<file path="src/sub_bus_pkg.sv">
//***********************************************************
// Sub-processor bus package
//   Address map regions and pages of the sub bus
//   Shared RAM and host window sizes
//   APB register offsets and the open-bus value
//   sub_addr_t, the sub address seen as ROM or as I/O
//***********************************************************
`default_nettype none

package sub_bus_pkg;

    localparam int RAM_AW      = 10;  // 1 KiB shared RAM
    localparam int HOST_RAM_AW = 9;   // Host sees the lower half
    localparam int APB_AW      = 10;

    localparam logic [1:0] REGION_IO    = 2'b11;  // 0xC000 and up
    localparam logic [1:0] PAGE_RAM     = 2'd0;   // 0xC000
    localparam logic [1:0] PAGE_NMI_ACK = 2'd1;   // 0xD000
    localparam logic [1:0] PAGE_IRQ     = 2'd2;   // 0xE000

    localparam logic [APB_AW-1:0] REG_CTRL   = 10'h200;
    localparam logic [APB_AW-1:0] REG_STATUS = 10'h204;

    localparam logic [7:0] OPEN_BUS = 8'hFF;

    // Same 16 bits, decoded as ROM space or as the I/O pages
    typedef union packed {
        logic [15:0] word;
        struct packed {
            logic [1:0]  region;
            logic [13:0] offset;
        } rom;
        struct packed {
            logic [1:0]        region;
            logic [1:0]        page;
            logic [1:0]        bank;
            logic [RAM_AW-1:0] offset;
        } io;
    } sub_addr_t;

endpackage

`default_nettype wire

</file>
<file path="src/host_apb_bridge.sv">
//***********************************************************
// Host APB bridge
//   APB3 slave for the main host
//   Shared RAM window, writes allowed only while halted
//   Control register with halt request and NMI pulse
//   Status register with halted and IRQ pending
//***********************************************************
`timescale 1ns/100ps
`default_nettype none

module host_apb_bridge import sub_bus_pkg::*; (
    input  logic                   clk,
    input  logic                   reset,
    input  logic                   psel,
    input  logic                   penable,
    input  logic                   pwrite,
    input  logic [APB_AW-1:0]      paddr,
    input  logic [7:0]             pwdata,
    output logic [7:0]             prdata,
    output logic                   pready,
    output logic                   pslverr,
    output logic                   halt_req,
    output logic                   nmi_set,
    input  logic                   halted,
    input  logic                   irq_main,
    output logic [HOST_RAM_AW-1:0] host_addr,
    output logic [7:0]             host_wdata,
    output logic                   host_we,
    input  logic [7:0]             host_rdata
);

    logic       access;
    logic       ram_sel;
    logic       rd_wait;      // RAM read data lands one cycle late
    logic       irq_pending;
    logic       ctrl_wr;
    logic       status_rd;
    logic [7:0] reg_rdata;

    assign access    = psel && penable;
    assign ram_sel   = paddr[APB_AW-1:HOST_RAM_AW] == '0;
    assign pready    = access && (!ram_sel || pwrite || rd_wait);
    assign pslverr   = access && ram_sel && pwrite && !halted;
    assign host_we   = access && ram_sel && pwrite && halted;
    assign ctrl_wr   = access && pwrite && paddr == REG_CTRL;
    assign status_rd = access && !pwrite && paddr == REG_STATUS;

    assign host_addr  = paddr[HOST_RAM_AW-1:0];
    assign host_wdata = pwdata;

    always_comb begin
        case (paddr)
            REG_CTRL:   reg_rdata = {7'b0, halt_req};
            REG_STATUS: reg_rdata = {6'b0, irq_pending, halted};
            default:    reg_rdata = 8'h00;
        endcase
    end

    assign prdata = ram_sel ? host_rdata : reg_rdata;

    always_ff @(posedge clk) begin
        if (reset) begin
            rd_wait     <= 1'b0;
            halt_req    <= 1'b0;
            nmi_set     <= 1'b0;
            irq_pending <= 1'b0;
        end else begin
            rd_wait <= access && ram_sel && !pwrite && !rd_wait;
            nmi_set <= ctrl_wr && pwdata[1];   // Self-clearing pulse
            if (ctrl_wr) halt_req <= pwdata[0];
            if (irq_main)       irq_pending <= 1'b1;
            else if (status_rd) irq_pending <= 1'b0;  // Clear on read
        end
    end

    // Completion only in an access phase that followed a setup
    a_pready_access: assert property (
        @(posedge clk) disable iff (reset) pready |-> penable && $past(psel)
    );

endmodule

`default_nettype wire

</file>
<file path="config.mk">
export PLATFORM = sky130hd
export DESIGN_NAME = host_apb_bridge
export DESIGN_NICKNAME = d
export VERILOG_FILES = /design/src/sub_bus_pkg.sv /design/src/host_apb_bridge.sv
export SDC_FILE = /design/constraint.sdc
export NUM_CORES = 1
export LEC_CHECK = 0
export ABC_AREA = 1
export BUFFER_PORTS_ARGS = -buffer_cell sky130_fd_sc_hd__buf_2
export CAP_MARGIN = 20
export CORE_UTILIZATION = 28
export CTS_CLUSTER_DIAMETER = 60
export DETAILED_ROUTE_END_ITERATION = 10
export GPL_ROUTABILITY_DRIVEN = 0
export PLACE_DENSITY_LB_ADDON = 0.15
export SKIP_CTS_REPAIR_TIMING = 1
export SLEW_MARGIN = 10
export SYNTH_ARGS = -nofsm -noshare
export SYNTH_HDL_FRONTEND = slang
export SYNTH_SLANG_ARGS = --single-unit
</file>
<file path="constraint.sdc">
create_clock -name clk -period 0.89 [get_ports clk]
set_input_delay 0.1335 -clock clk [delete_from_list [all_inputs] [get_ports clk]]
set_output_delay 0.1335 -clock clk [all_outputs]
set_load 0.005 [all_outputs]
</file>
==> flow_summary.json <==
{
  "dpl_cell_area_sq_um": 666.9,
  "die_x_microns": 44.17,
  "drt_wl_total_microns": 1255,
  "ir_worst_vdd_v": 0.0004666,
  "initial_core_util": 0.3159,
  "grtUsageTotal": 0.1237,
  "outcome": "finished, violations left",
  "rows": 14,
  "p_per_area_nw_per_um2": 841.2,
  "yosysSeqAreaShare": 0.1608,
  "violations": "design-rule violations, negative setup slack",
  "synth_nets": 113,
  "cts_root_buffer": "clkbuf_4",
  "setup-tns-final_ns": -0.1876,
  "tightest_slew_ns": 0.1388,
  "muxShareOfSynthArea": 0,
  "post_synth_fa_ha_maj_area_fraction": 0,
  "ys_types": 14,
  "dr.pass1.iters": 9,
  "num_vias": 575,
  "cts_made_buffers": 3,
  "highest_layer": "met4",
  "grt_pass1_wl_microns": 1814,
  "grt_pass1_vias": 468,
  "min_period_ns": 0.9888,
  "drtIter0Drc": 9,
  "synth_top_family_by_area": "simple AND/OR/NAND/NOR gates",
  "drcViolationCount": 3,
  "htreeDepth": 1,
  "fin_ws_ns": -0.09883,
  "end_kind": "output pin",
  "max_freq_ghz": 1.011,
  "wl_met1_microns": 454,
  "multi_input_area_sq_um": 266.5,
  "grt_start_max_net_pins": 8,
  "fillCellCount": 189,
  "crit_required_ns": 0.76,
  "p_leak_nw": 0.4829,
  "floorplan.die_area_sq_um": 1951,
  "cts_tree": "built",
  "seqCellArea_sq_um": 83.83,
  "synth-xor-area-share": 0,
  "core_area_sq_um": 1577,
  "critical_path_arrival_ns": 0.86,
  "clk_pin_slew_ns": 0.03,
  "fin_skew_ns": 0,
  "finalInstanceArea_sq_um": 779.5,
  "syn-instance-count": 80,
  "die_h_microns": 44.17,
  "ys_ff_latch": 4,
  "place_hpwl_microns": 961.9,
  "start_kind": "flip-flop",
  "synthFlopType": "dfxtp_1",
  "route.met2.wl_microns": 672,
  "finalHoldViolations": 0,
  "rsz0062_at_grt": "true",
  "setup_viol": 3,
  "synth_area_sq_um": 498.0,
  "cts_max_path_buffers": 2,
  "ant_nets": 0,
  "synth_compound_area_frac": 0.02010,
  "synthSimpleGateAreaFrac": 0.4322,
  "area_delta_synth_final_pct": 56.53,
  "antenna_found_initial": 0,
  "crit_type": "flip-flop to output pin",
  "slew_headroom": 0.9073,
  "final_max_slew_viol_count": 0,
  "io_pins": 63,
  "hp-class": "primary input to flip-flop",
  "cap_violations": 0,
  "synth_top_cell_area_share": 0.2563,
  "drive_gt1_frac": 0.6613,
  "wl_met3_microns": 109,
  "viasPerCell": 4.107,
  "clk_latency_ns": 0.24,
  "synth_common_cells": "20 x nor2_1, 17 x buf_4, 12 x inv_1, 12 x nand2_1, 5 x nand3_1",
  "yosysWarningCount": 0,
  "fin_crit_sh": 1.111,
  "synth.largest_area_cell": "buf_4",
  "ys_async_sr_fraction": 0,
  "antenna_cells": 0,
  "final_nets": 159,
  "synth_most_common_cell": "nor2_1",
  "detail_route.wl_per_cell_microns": 8.964,
  "syn_avg_cell_area_sq_um": 6.225,
  "synth.area.top_cells": "buf_4 26%, dfxtp_1 16%, nor2_1 15%",
  "finalPower_mw": 0.6557,
  "cp_max_fo": 2,
  "gr-total-overflow": 0,
  "synth_edf_count": 0,
  "clock-sinks": 4,
  "portBuffers": 50
}
[where the power goes]
part           switching, mW  internal, mW
Clock                 0.0747         0.151
Sequential           0.00275         0.185
Combinational          0.113         0.130
[state kept, by name, indices dropped and copies added (netlist names)]
name	flops
halt_req	1
irq_pending	1
nmi_set	1
rd_wait	1
[worst max-delay path, cell delays in order (launching register included)]
cell and delay (ns):
dfxtp_2 0.33, nor2_4 0.04, a21oi_2 0.13, buf_2 0.12
[metal layers]
layer,vias up,global-route usage
li1,307,-
met1,238,0.1414
met2,28,0.2029
met3,2,0.02041
met4,0,0.09697
met5,-,0
[final timing paths]
check	slack (ns)	start	cells past startpoint	to
worst min register to register	0.47	irq_pending$_SDFFE_PP0P_	2	irq_pending$_SDFFE_PP0P_
worst max register to register	0.13	rd_wait$_SDFF_PP0_	3	rd_wait$_SDFF_PP0_
worst max-delay path	-0.1	rd_wait$_SDFF_PP0_	3	pready
worst min-delay path	0.06	reset	2	irq_pending$_SDFFE_PP0P_
[stage by stage]
stage / instances / setup slack [ns] / hold WS [ns] / util
after floorplan: 80 / 0.05729 / 0.2026 / -
after global placement: 133 / -0.08130 / 0.2670 / 0.4230
after detailed placement: 133 / -0.08522 / 0.2670 / 0.4230
after CTS: 136 / -0.1232 / 0.06166 / 0.4373
after global routing: 140 / -0.1164 / 0.06530 / 0.4944
final: 140 / -0.09883 / 0.06155 / 0.4944
[cell usage in the layout, fill, tap and decap left out]
cell type,n
nand3_1,4
dfxtp_1,1
nor2_2,4
inv_1,12
nor2_1,14
nand2_2,3
nand2_1,9
buf_4,10
nor2_4,4
a21oi_1,1
a21oi_2,1
buf_6,2
nand3_2,2
nor2_8,1
clkbuf_4,3
dfxtp_2,3
nand2_4,1
inv_6,1
and3_1,1
buf_2,47
[cell type report]
class | instances | share of cell area
timing repair buffer | 59 | 0.4270
multi-input combinational | 45 | 0.3419
sequential | 4 | 0.1075
inverter | 13 | 0.06902
clock buffer | 3 | 0.02889
tap | 16 | 0.02568
[cells by family after synthesis]
family	Yosys count
flops	4
compound gates	2
simple gates	43
buf+inv	31
(Power assumes the default switching activity.)
